## src/tl_fifo.sv

```systemverilog
// Valid/ready channel FIFO
module tl_fifo #(
	parameter type payload_t = logic,
	parameter int  DEPTH     = 2
) (
	input  logic     clk,
	input  logic     rst,

	// Upstream side
	input  logic     in_valid,
	output logic     in_ready,
	input  payload_t in_data,

	// Downstream side
	output logic     out_valid,
	input  logic     out_ready,
	output payload_t out_data
);

	localparam int PTR_W = (DEPTH > 1) ? $clog2(DEPTH) : 1;
	localparam int CNT_W = $clog2(DEPTH + 1);

	payload_t             buf_q [DEPTH]; // Payload storage
	logic [PTR_W-1:0]     wr_ptr;
	logic [PTR_W-1:0]     rd_ptr;
	logic [CNT_W-1:0]     count;
	logic                 push;
	logic                 pop;

	// Circular increment, DEPTH need not be a power of two
	function automatic logic [PTR_W-1:0] next_ptr(input logic [PTR_W-1:0] p);
		if (p == PTR_W'(DEPTH - 1))
			return '0;
		return p + 1'b1;
	endfunction

	assign in_ready  = (count != CNT_W'(DEPTH)); // Full blocks upstream
	assign out_valid = (count != '0);
	assign out_data  = buf_q[rd_ptr];            // Head entry

	assign push = in_valid && in_ready;
	assign pop  = out_valid && out_ready;

	always_ff @(posedge clk) begin
		if (push)
			buf_q[wr_ptr] <= in_data;
	end

	always_ff @(posedge clk or posedge rst) begin
		if (rst) begin
			wr_ptr <= '0;
			rd_ptr <= '0;
			count  <= '0;
		end else begin
			if (push)
				wr_ptr <= next_ptr(wr_ptr);
			if (pop)
				rd_ptr <= next_ptr(rd_ptr);
			case ({push, pop})
				2'b10:   count <= count + 1'b1;
				2'b01:   count <= count - 1'b1;
				default: count <= count;  // Idle or push and pop together
			endcase
		end
	end

	////////////////////////////////////////////////////////////
	// Checks
	////////////////////////////////////////////////////////////

	// Write slot sits on the head entry while full
	a_no_push_full: assert property (@(posedge clk) disable iff (rst)
		(count == CNT_W'(DEPTH)) |=> (wr_ptr == $past(wr_ptr)))
		else $error("tl_fifo: transfer in while full");

	// Head beat must not move while the consumer stalls
	a_out_stable: assert property (@(posedge clk) disable iff (rst)
		(out_valid && !out_ready) |=> (out_valid && $stable(out_data)))
		else $error("tl_fifo: out_data changed under back-pressure");

endmodule

```

## config.mk

```make
export PLATFORM = sky130hd
export DESIGN_NAME = tl_fifo
export DESIGN_NICKNAME = d
export VERILOG_FILES = /design/src/tl_fifo.sv
export SDC_FILE = /design/constraint.sdc
export NUM_CORES = 1
export LEC_CHECK = 0
export BUFFER_PORTS_ARGS = -buffer_cell sky130_fd_sc_hd__buf_2
export CORE_AREA = 2 2 39 41
export CTS_CLUSTER_SIZE = 8
export DETAILED_ROUTE_END_ITERATION = 10
export DIE_AREA = 0 0 41 43
export PLACE_DENSITY_LB_ADDON = 0.08
export SYNTH_ARGS = -nofsm -noshare
export SYNTH_HDL_FRONTEND = slang
export SYNTH_SLANG_ARGS = --single-unit
```

## constraint.sdc

```tcl
create_clock -name clk -period 2 [get_ports clk]
set_input_delay 0.3 -clock clk [delete_from_list [all_inputs] [get_ports clk]]
set_output_delay 0.3 -clock clk [all_outputs]
set_load 0.05 [all_outputs]
```

==> results of run 1 <==
==> routing by layer <==
layer  routed length [microns]  vias up  global-route usage [%]  part of all wire [%]
met4                        17        0                    6.00                   3.8
met1                       211       70                    7.79                    47
met5                         0        -                       0                     0
met2                       187        5                    9.06                    42
met3                        31        4                    4.71                   6.9
li1                          -       90                       -                     -
==> flip-flops by register name, indices dropped and copies added, names as in the netlist <==
| name | flops |
|---|---|
| buf_q | 2 |
| count | 2 |
| rd_ptr | 1 |
| wr_ptr | 1 |
==> worst max-delay path: cells and delay by family, from the launching register on <==
family	cells	cell delay, ns
and+or+nand+nor	3	0.55
DFF	1	0.41
xor gates and xnor gates	1	0.16
adders and majority gates	1	0.30
==> worst max path at each step <==
stage | start | to | slack [ns] | cells after the start
finish | count[0] | count[1] | 0.51 | 5
global route | count[0] | count[1] | 0.41 | 6
CTS | count[0] | count[1] | 0.50 | 5
detailed placement | count[0] | count[1] | 0.51 | 5
global placement | count[0] | count[1] | 0.53 | 5
floorplan | count[0] | count[1] | 0.28 | 5
==> cells by family (layout without fill, tap and decap cells) <==
family,after synthesis,in the layout
DFF,6,6
buffers and inverters,1,13
xor gates and xnor gates,5,5
adders and majority gates,1,1
muxes,1,1
and+or+nand+nor,7,7
==> metrics by stage <==
step	power [W]	std cells	setup WS, ns	util, %
finish	0.000656	49	0.511	26.1
global route	0.000701	49	0.408	26.1
CTS	0.000665	49	0.499	26.1
detailed placement	0.000530	44	0.513	23.5
global placement	0.000531	44	0.532	23.5
floorplan	0.000473	21	0.282	-
==> power breakdown <==
group | total [W] | switching, W | internal [W]
sequential | 0.000224 | 0.0000393 | 0.000184
combinational | 0.000305 | 0.000188 | 0.000117
clock | 0.000127 | 0.0000513 | 0.0000761
==> cell type report <==
class / count / share of cell area, %
clock buffer: 4 / 7.27
inverter: 1 / 1.04
multi-input combinational: 14 / 29.4
sequential: 6 / 44.3
tap: 16 / 5.54
timing repair buffer: 8 / 12.5
==> what timing repair did <==
item,in CTS,in global routing
hold buffers,1,0
setup buffers,0,0
setup endpoints to repair,0,0
hold endpoints to repair,4,0
==> cells in the final DEF (no fill, tap or decap) <==
master | synthesis | layout
sky130_fd_sc_hd__nor2_1 | 2 | 2
sky130_fd_sc_hd__clkbuf_1 | 0 | 1
sky130_fd_sc_hd__clkbuf_4 | 0 | 3
sky130_fd_sc_hd__buf_2 | 0 | 7
sky130_fd_sc_hd__nand2_1 | 1 | 1
sky130_fd_sc_hd__xor2_1 | 2 | 2
sky130_fd_sc_hd__dfrtp_1 | 4 | 4
sky130_fd_sc_hd__xnor2_1 | 3 | 3
sky130_fd_sc_hd__and2_4 | 1 | 1
sky130_fd_sc_hd__dlygate4sd3_1 | 0 | 1
sky130_fd_sc_hd__mux2_2 | 1 | 1
sky130_fd_sc_hd__edfxtp_1 | 2 | 2
sky130_fd_sc_hd__and3_1 | 1 | 1
sky130_fd_sc_hd__nand2b_1 | 1 | 1
sky130_fd_sc_hd__inv_1 | 1 | 1
sky130_fd_sc_hd__ha_1 | 1 | 1
sky130_fd_sc_hd__or2_1 | 1 | 1
==> impl_metrics.yaml, run 1 <==
run_status:
  status: "complete, no violations"
worst_setup_path:
  cp_slowest_cell: "sky130_fd_sc_hd__dfrtp_1"
  worst_ep_required_time_ns: 2.17
  timing.critical_path.slowest_cell_delay_ns: 0.41
  critPathKind: "reg -> reg"
  worstPathArrival_ns: 1.66
  worstPathCellList: "or2_1 -> and2_4 -> ha_1 -> nor2_1 -> xor2_1"
  r2r_worst_path_depth: 5
  timing.critical_path.to_type: "flip-flop"
  startpoint_type: "flip-flop"
  setup.reg_to_reg.worst_slack_ns: 0.51
  path_max_fanout: 4
  rr_endpoint: "count[1]"
  worstReg2RegStart: "count[0]"
route:
  drt_drc_violations_left: 0
  ant_nets: 0
  via_density_per_instance: 3.45
  routed_wire_length_per_instance_microns: 9.14
  route.vias.total: 169
  drt_pass1_iterations: 2
  wl_microns: 448
  drtIter0Drc: 2
sta:
  max-slew-margin-rel_pct: 83.6
  final.setup.tns_ns: 0
  hold_viol: 0
  setup_viol_count_final: 0
  fin_crit_sh_pct: 74.4
  whs_ns: 0.243
  fin_crit_ns: 1.49
  timing.fmax_ghz: 0.672
  rsz0062_at_grt: "false"
  report.final.slew_viol_count: 0
  worstMarginPinSlew_ns: 0.247
  finalClockSkew_ns: 0.00114
hold_path:
  min_path_type: "in -> reg"
  worst_hold_path.num_cells: 1
  hold_end: "buf_q[0]"
  hold_start: "in_data"
floorplanning:
  floorplan.io_pins: 8
  initial_utilization_pct: 19.5
  dieWidth_microns: 41
  area_of_the_die_sq_um: 1760
  placement_rows: 14
  fp.dieH_microns: 43
  core_region_area_sq_um: 1380
synth:
  syn-num-nets: 27
  yosys-mux-area-fraction_pct: 4.17
  yosysMostFrequentCell: "sky130_fd_sc_hd__dfrtp_1"
  syn-instance-count: 21
  yosys_warnings: 0
  synth-xor-area-share_pct: 16.2
  synth_compound_area_share_pct: 0
  synth_top_family_by_area: "XOR/XNOR gates"
  yosys-top-cells-area: "sky130_fd_sc_hd__dfrtp_1 37%, sky130_fd_sc_hd__edfxtp_1 22%, sky130_fd_sc_hd__xnor2_1 9.7%"
  ys_seq_elements: 6
  synth_area_sq_um: 270
  async_set_or_reset_flop_fraction_in_the_synthesized_netlist_pct: 66.7
  synth_enable_flop_cells: 2
  synth.largest_area_cell: "sky130_fd_sc_hd__dfrtp_1"
  synth.distinct_cells: 13
  yosys.area_share.simple_pct: 14.4
  yosys_top_cell_area_share_pct: 37.0
  synth_area_per_cell_sq_um: 12.9
  synth-main-ff-cell: "sky130_fd_sc_hd__dfrtp_1"
  yosysSeqAreaShare_pct: 59.3
  post_synth_most_frequent_cells: "4 x sky130_fd_sc_hd__dfrtp_1, 3 x sky130_fd_sc_hd__xnor2_1, 2 x sky130_fd_sc_hd__edfxtp_1, 2 x sky130_fd_sc_hd__nor2_1, 2 x sky130_fd_sc_hd__xor2_1"
  synth_fa_ha_area_share_pct: 4.63
run:
  timing.max_cap.violations: 0
placed_design:
  dpl.hpwl_microns: 346
  globalplace.congestion: 0.681
  buffer_ports.inserted: 7
  dpl-instance-area_sq_um: 325
final_layout:
  filler_instances: 148
  layout.area.seq_sq_um: 160
  drive_gt1_share_pct: 36.4
  area.growth.synth_to_final_pct: 33.8
  antennaDiodeCount: 0
  multiInputGateArea_sq_um: 106
  num-nets-final: 40
  final_cell_area_sq_um: 362
cts:
  cts_num_sinks: 6
  clk_latency_ns: 0.25
  tritoncts: "built"
  path_clk_slew_ns: 0.05
  cts_buffers: 3
  cts.root.buffer_cell: "sky130_fd_sc_hd__clkbuf_4"
  post_cts_resized: 0
  cts_htree_levels: 1
  cts_buffer_depth: 2
global_route:
  grt-ovfl-total: 0
  grt_antenna_before_repair: 0
  grt_pass1_vias: 173
  grt_first_pass_wirelength_microns: 738
  gr-usage-all-layers_pct: 7.15
  grt_start_max_net_pins: 5
power_and_ir_drop:
  leakage_nw: 0.164
  power.density_nw_per_um2: 1810
  ir_worst_vdd_uv: 410
Power figures use the tool's default switching activity.
==> run 2: changes to the inputs <==
- clock period: 2 -> 1.3 ns (I/O delays scaled with it)
==> run 2 against run 1 <==
Compared with the run above:
- the flow now finishes with violations (negative setup slack)
- cell count is 18% higher
- clock power is 46% higher
- wire length is 19% higher
- die area stayed put
- worst hold slack worse by 0.11 ns
- non-clock buffer count is 9 higher
- sequential share of layout area is 11 points lower
- maximum frequency is 5.6% higher
- combinational power grew to 2.7 times the previous value
- critical path type unchanged
- critical endpoint unchanged
- largest power group unchanged
- highest routed layer is now met3
==> impl_metrics.yaml, run 2 (synthesis results as in run 1) <==
run_status:
  status: "complete, but fails checks"
  violations_in_the_final_reports: "negative setup slack"
final_layout:
  layout_commonest_cell: "sky130_fd_sc_hd__buf_4"
  final_core_util_pct: 34.5
  area.growth.synth_to_final_pct: 76.9
  antennaDiodeCount: 0
  most-common-layout-cells: "9 x sky130_fd_sc_hd__buf_4, 5 x sky130_fd_sc_hd__buf_2, 4 x sky130_fd_sc_hd__dfrtp_1"
  drive_gt1_share_pct: 61.9
  largest_registers: "buf_q (2), count (2)"
  num-nets-final: 49
worst_setup_path:
  worst_ep_required_time_ns: 1.46
  timing.critical_path.to_type: "flip-flop"
  critPathKind: "reg -> reg"
  startpoint_type: "flip-flop"
  path_max_fanout: 3
  worstPathArrival_ns: 1.56
floorplanning:
  floorplan.io_pins: 8
  fp.dieH_microns: 43
  area_of_the_die_sq_um: 1760
  placement_rows: 14
  core_region_area_sq_um: 1380
  dieWidth_microns: 41
  initial_utilization_pct: 19.5
sta:
  rsz0062_at_grt: "true"
  timing.fmax_ghz: 0.710
  worstMarginPinSlew_ns: 0.247
  whs_ns: 0.137
  max-slew-margin-rel_pct: 83.6
  setup_viol_count_final: 1
  report.final.slew_viol_count: 0
  final.setup.tns_ns: -0.109
  finalClockSkew_ns: 0.00871
  hold_viol: 0
  fin_crit_sh_pct: 108
  fin_crit_ns: 1.41
  fin_ws_ns: -0.109
route:
  drt_drc_violations_left: 0
  routed_wire_length_per_instance_microns: 9.19
  drtIter0Drc: 5
  ant_nets: 0
  via_density_per_instance: 3.86
  drt_pass1_iterations: 2
  route.vias.total: 224
  wl_microns: 533
global_route:
  grt_pass1_vias: 224
  grt_start_max_net_pins: 5
  gr-usage-all-layers_pct: 8.26
  grt_antenna_before_repair: 0
  grt_first_pass_wirelength_microns: 855
  grt-ovfl-total: 0
placed_design:
  buffer_ports.inserted: 7
  globalplace.congestion: 0.746
cts:
  path_clk_slew_ns: 0.05
  tritoncts: "built"
  cts_buffers: 3
  clk_latency_ns: 0.25
  cts_htree_levels: 1
  cts_buffer_depth: 2
  cts_num_sinks: 6
  cts.root.buffer_cell: "sky130_fd_sc_hd__clkbuf_4"
power_and_ir_drop:
  power.density_nw_per_um2: 2820
  ir_worst_vdd_uv: 982
  leakage_nw: 0.227
hold_path:
  min_path_type: "in -> reg"
run:
  timing.max_cap.violations: 0
## run 2: metal layers
layer  global-route usage, %  part of all wire [%]
met1                    7.79                    40
met2                    10.6                    53
met3                    9.42                   7.5
met4                    4.00                     0
met5                       0                     0
## run 2: layout make-up
cell class,instances,area [sq um]
clock buffers,4,26.3
fillers,149,906
inverters,1,3.75
multi-input cells,14,139
flip-flops and latches,6,160
well taps,16,20.0
repair buffers,17,129
## run 2: final timing paths
kind	from	endpoint	slack (ns)	depth (start not counted)
max in group asynchronous	rst	count[1]	0.75	3
worst min register to register	wr_ptr	wr_ptr	0.49	1
worst max register to register	count[0]	count[1]	-0.11	6
worst min-delay path	in_data	buf_q[1]	0.14	1
worst max-delay path	count[0]	count[1]	-0.11	6
min in group asynchronous	rst	rd_ptr	0.38	3
## run 2: per-stage QoR
| step | cell area, sq um | total power, W | setup slack, ns | cells |
|---|---|---|---|---|
| 2_1_floorplan | 293 | 0.000795 | -0.203 | 21 |
| 3_3_place_gp | 393 | 0.00101 | -0.115 | 50 |
| 3_5_place_dp | 393 | 0.00101 | -0.106 | 50 |
| 4_1_cts | 457 | 0.00130 | -0.0961 | 57 |
| 5_1_grt | 478 | 0.00145 | -0.154 | 58 |
| 6_report | 478 | 0.00135 | -0.109 | 58 |
## run 2: power breakdown
part	leakage, nW	switching (W)	internal, W
clock	0.0150	0.0000694	0.000116
sequential	0.0653	0.0000464	0.000284
combinational	0.146	0.000387	0.000447
total	0.227	0.000503	0.000847
## run 2: repair_timing
item	in CTS	in global routing
pin swaps	2	0
hold endpoints to repair	4	0
setup endpoints to repair	3	5
setup buffers	2	1
gates resized for setup	4	3
hold buffers	1	0
gates cloned	0	0
## run 2: critical path, stage by stage, from the launching register on
cell,delay [ns]
sky130_fd_sc_hd__dfrtp_1,0.39
sky130_fd_sc_hd__or2_4,0.24
sky130_fd_sc_hd__and2_4,0.15
sky130_fd_sc_hd__ha_4,0.15
sky130_fd_sc_hd__xnor2_2,0.12
sky130_fd_sc_hd__nor2_1,0.11
sky130_fd_sc_hd__xor2_1,0.17
==> run 3: changes to the inputs <==
- ABC_CLOCK_PERIOD_IN_PS: not set -> 1100
- clock period: 1.3 -> 1.1 ns (I/O delays scaled with it)
==> run 3 against run 2 <==
Compared with the run above:
- the run still ends with negative setup slack left
- die area unchanged
- clock power increased by 18%
- global-route usage grew 0.65 points
- clock skew up 0.00051 ns
- critical path depth did not move
- setup slack lost 0.15 ns
- combinational power is 43% higher
- via count shrank 0.45%
- critical path type unchanged
- largest cell class is now buffers
- largest power group unchanged
==> impl_metrics.yaml, run 3 (synthesis results as in run 1) <==
cts:
  tritoncts: "built"
  path_clk_slew_ns: 0.05
  cts_buffer_depth: 2
  cts_buffers: 3
  cts_htree_levels: 1
  clk_latency_ns: 0.25
  cts_num_sinks: 6
  cts.root.buffer_cell: "sky130_fd_sc_hd__clkbuf_4"
worst_setup_path:
  setup.reg_to_reg.worst_slack_ns: -0.26
  critical_path.top_delay_family: "simple AND/OR/NAND/NOR gates"
  startpoint_type: "flip-flop"
  path_max_fanout: 2
  critPathKind: "reg -> reg"
  worstPathCellList: "or2_4 -> and2_4 -> ha_4 -> xnor2_1 -> nor2_1 -> xor2_1"
  timing.critical_path.to_type: "flip-flop"
  path_buf_inv: 0
  worstPathArrival_ns: 1.48
  timing.critical_path.slowest_cell_delay_ns: 0.39
  worst_ep_required_time_ns: 1.22
  cp_slowest_cell: "sky130_fd_sc_hd__dfrtp_1"
run_status:
  status: "complete, but fails checks"
  violations_in_the_final_reports: "negative setup slack"
placed_design:
  dpl.hpwl_microns: 380
  globalplace.congestion: 0.677
  buffer_ports.inserted: 7
  dpl-instance-area_sq_um: 393
sta:
  hold_viol: 0
  fin_crit_sh_pct: 124
  setup_viol_count_final: 8
  final.setup.tns_ns: -1.34
  rsz0062_at_grt: "true"
  timing.fmax_ghz: 0.736
  worstMarginPinSlew_ns: 0.166
  report.final.slew_viol_count: 0
  fin_crit_ns: 1.36
  fin_ws_ns: -0.259
  max-slew-margin-rel_pct: 88.9
  finalClockSkew_ns: 0.00922
power_and_ir_drop:
  leakage_nw: 0.257
  power.density_nw_per_um2: 3350
  ir_worst_vdd_uv: 1290
global_route:
  grt_start_max_net_pins: 5
  grt-ovfl-total: 0
  grt_first_pass_wirelength_microns: 945
  grt_antenna_before_repair: 0
  grt_pass1_vias: 248
  gr-usage-all-layers_pct: 8.91
hold_path:
  min_path_type: "in -> reg"
final_layout:
  filler_instances: 139
  num-nets-final: 52
  layout.area.seq_sq_um: 160
  multiInputGateArea_sq_um: 155
  antennaDiodeCount: 0
  drive_gt1_share_pct: 68.9
  area.growth.synth_to_final_pct: 100
  largest_registers: "buf_q (2), count (2)"
  final_cell_area_sq_um: 542
  layout_commonest_cell: "sky130_fd_sc_hd__buf_4"
  most-common-layout-cells: "9 x sky130_fd_sc_hd__buf_4, 4 x sky130_fd_sc_hd__dfrtp_1, 4 x sky130_fd_sc_hd__buf_2"
floorplanning:
  floorplan.io_pins: 8
  core_region_area_sq_um: 1380
  placement_rows: 14
  area_of_the_die_sq_um: 1760
  dieWidth_microns: 41
  fp.dieH_microns: 43
  initial_utilization_pct: 19.5
route:
  route.vias.total: 223
  routed_wire_length_per_instance_microns: 8.70
  wl_microns: 531
  drt_drc_violations_left: 0
  drt_pass1_iterations: 1
  drtIter0Drc: 0
  via_density_per_instance: 3.66
  ant_nets: 0
run:
  timing.max_cap.violations: 0
## run 3: cell type report
| type | count | share of cell area [%] |
|---|---|---|
| timing repair buffer | 20 | 32.6 |
| multi-input combinational | 14 | 28.6 |
| sequential | 6 | 29.6 |
| inverter | 1 | 0.693 |
| clock buffer | 4 | 4.85 |
| tap | 16 | 3.70 |
## run 3: per-stage QoR
stage	std cells	power (W)	hold slack [ns]	setup WS [ns]	util [%]
final	61	0.00181	0.104	-0.259	39.2
after global routing	61	0.00195	0.0864	-0.358	39.2
after CTS	57	0.00166	0.0951	-0.263	35.7
after detailed placement	49	0.00118	0.0609	-0.265	28.4
after global placement	49	0.00117	0.0658	-0.248	28.4
after floorplan	21	0.000957	-0.0689	-0.403	-
## run 3: path summary, 6_finish.rpt
kind / startpoint / end / cells past startpoint
max: count[0] / count[1] / 6
max reg2reg: count[0] / count[1] / 6
max in group asynchronous: rst / wr_ptr / 3
min reg2reg: wr_ptr / wr_ptr / 1
min: in_data / buf_q[0] / 1
min in group asynchronous: rst / rd_ptr / 3
## run 3: per-layer routing
layer / global-route usage (%) / vias up / wire (microns)
met5: 0 / - / 0
met4: 4.00 / 0 / 0
met3: 9.42 / 0 / 44
met2: 11.9 / 6 / 282
met1: 8.58 / 103 / 203
li1: - / 114 / -
## run 3: worst reg2reg max path: stages (launching register included)
cell	delay (ns)
sky130_fd_sc_hd__dfrtp_1	0.39
sky130_fd_sc_hd__or2_4	0.23
sky130_fd_sc_hd__and2_4	0.15
sky130_fd_sc_hd__ha_4	0.15
sky130_fd_sc_hd__xnor2_1	0.13
sky130_fd_sc_hd__nor2_1	0.06
sky130_fd_sc_hd__xor2_1	0.13
## run 3: where the power goes
group          total (W)  switching, W  internal (W)
combinational    0.00119      0.000497      0.000697
clock           0.000220     0.0000826      0.000138
sequential      0.000399     0.0000634      0.000335
## run 3: timing repair
action / CTS / global route
endpoints found under the setup margin: 8 / 8
hold endpoints to repair: 4 / 0
hold buffers: 1 / 0
buffers inserted: 3 / 4
gates cloned: 0 / 0
pin swaps: 2 / 0
resized for setup: 11 / 6
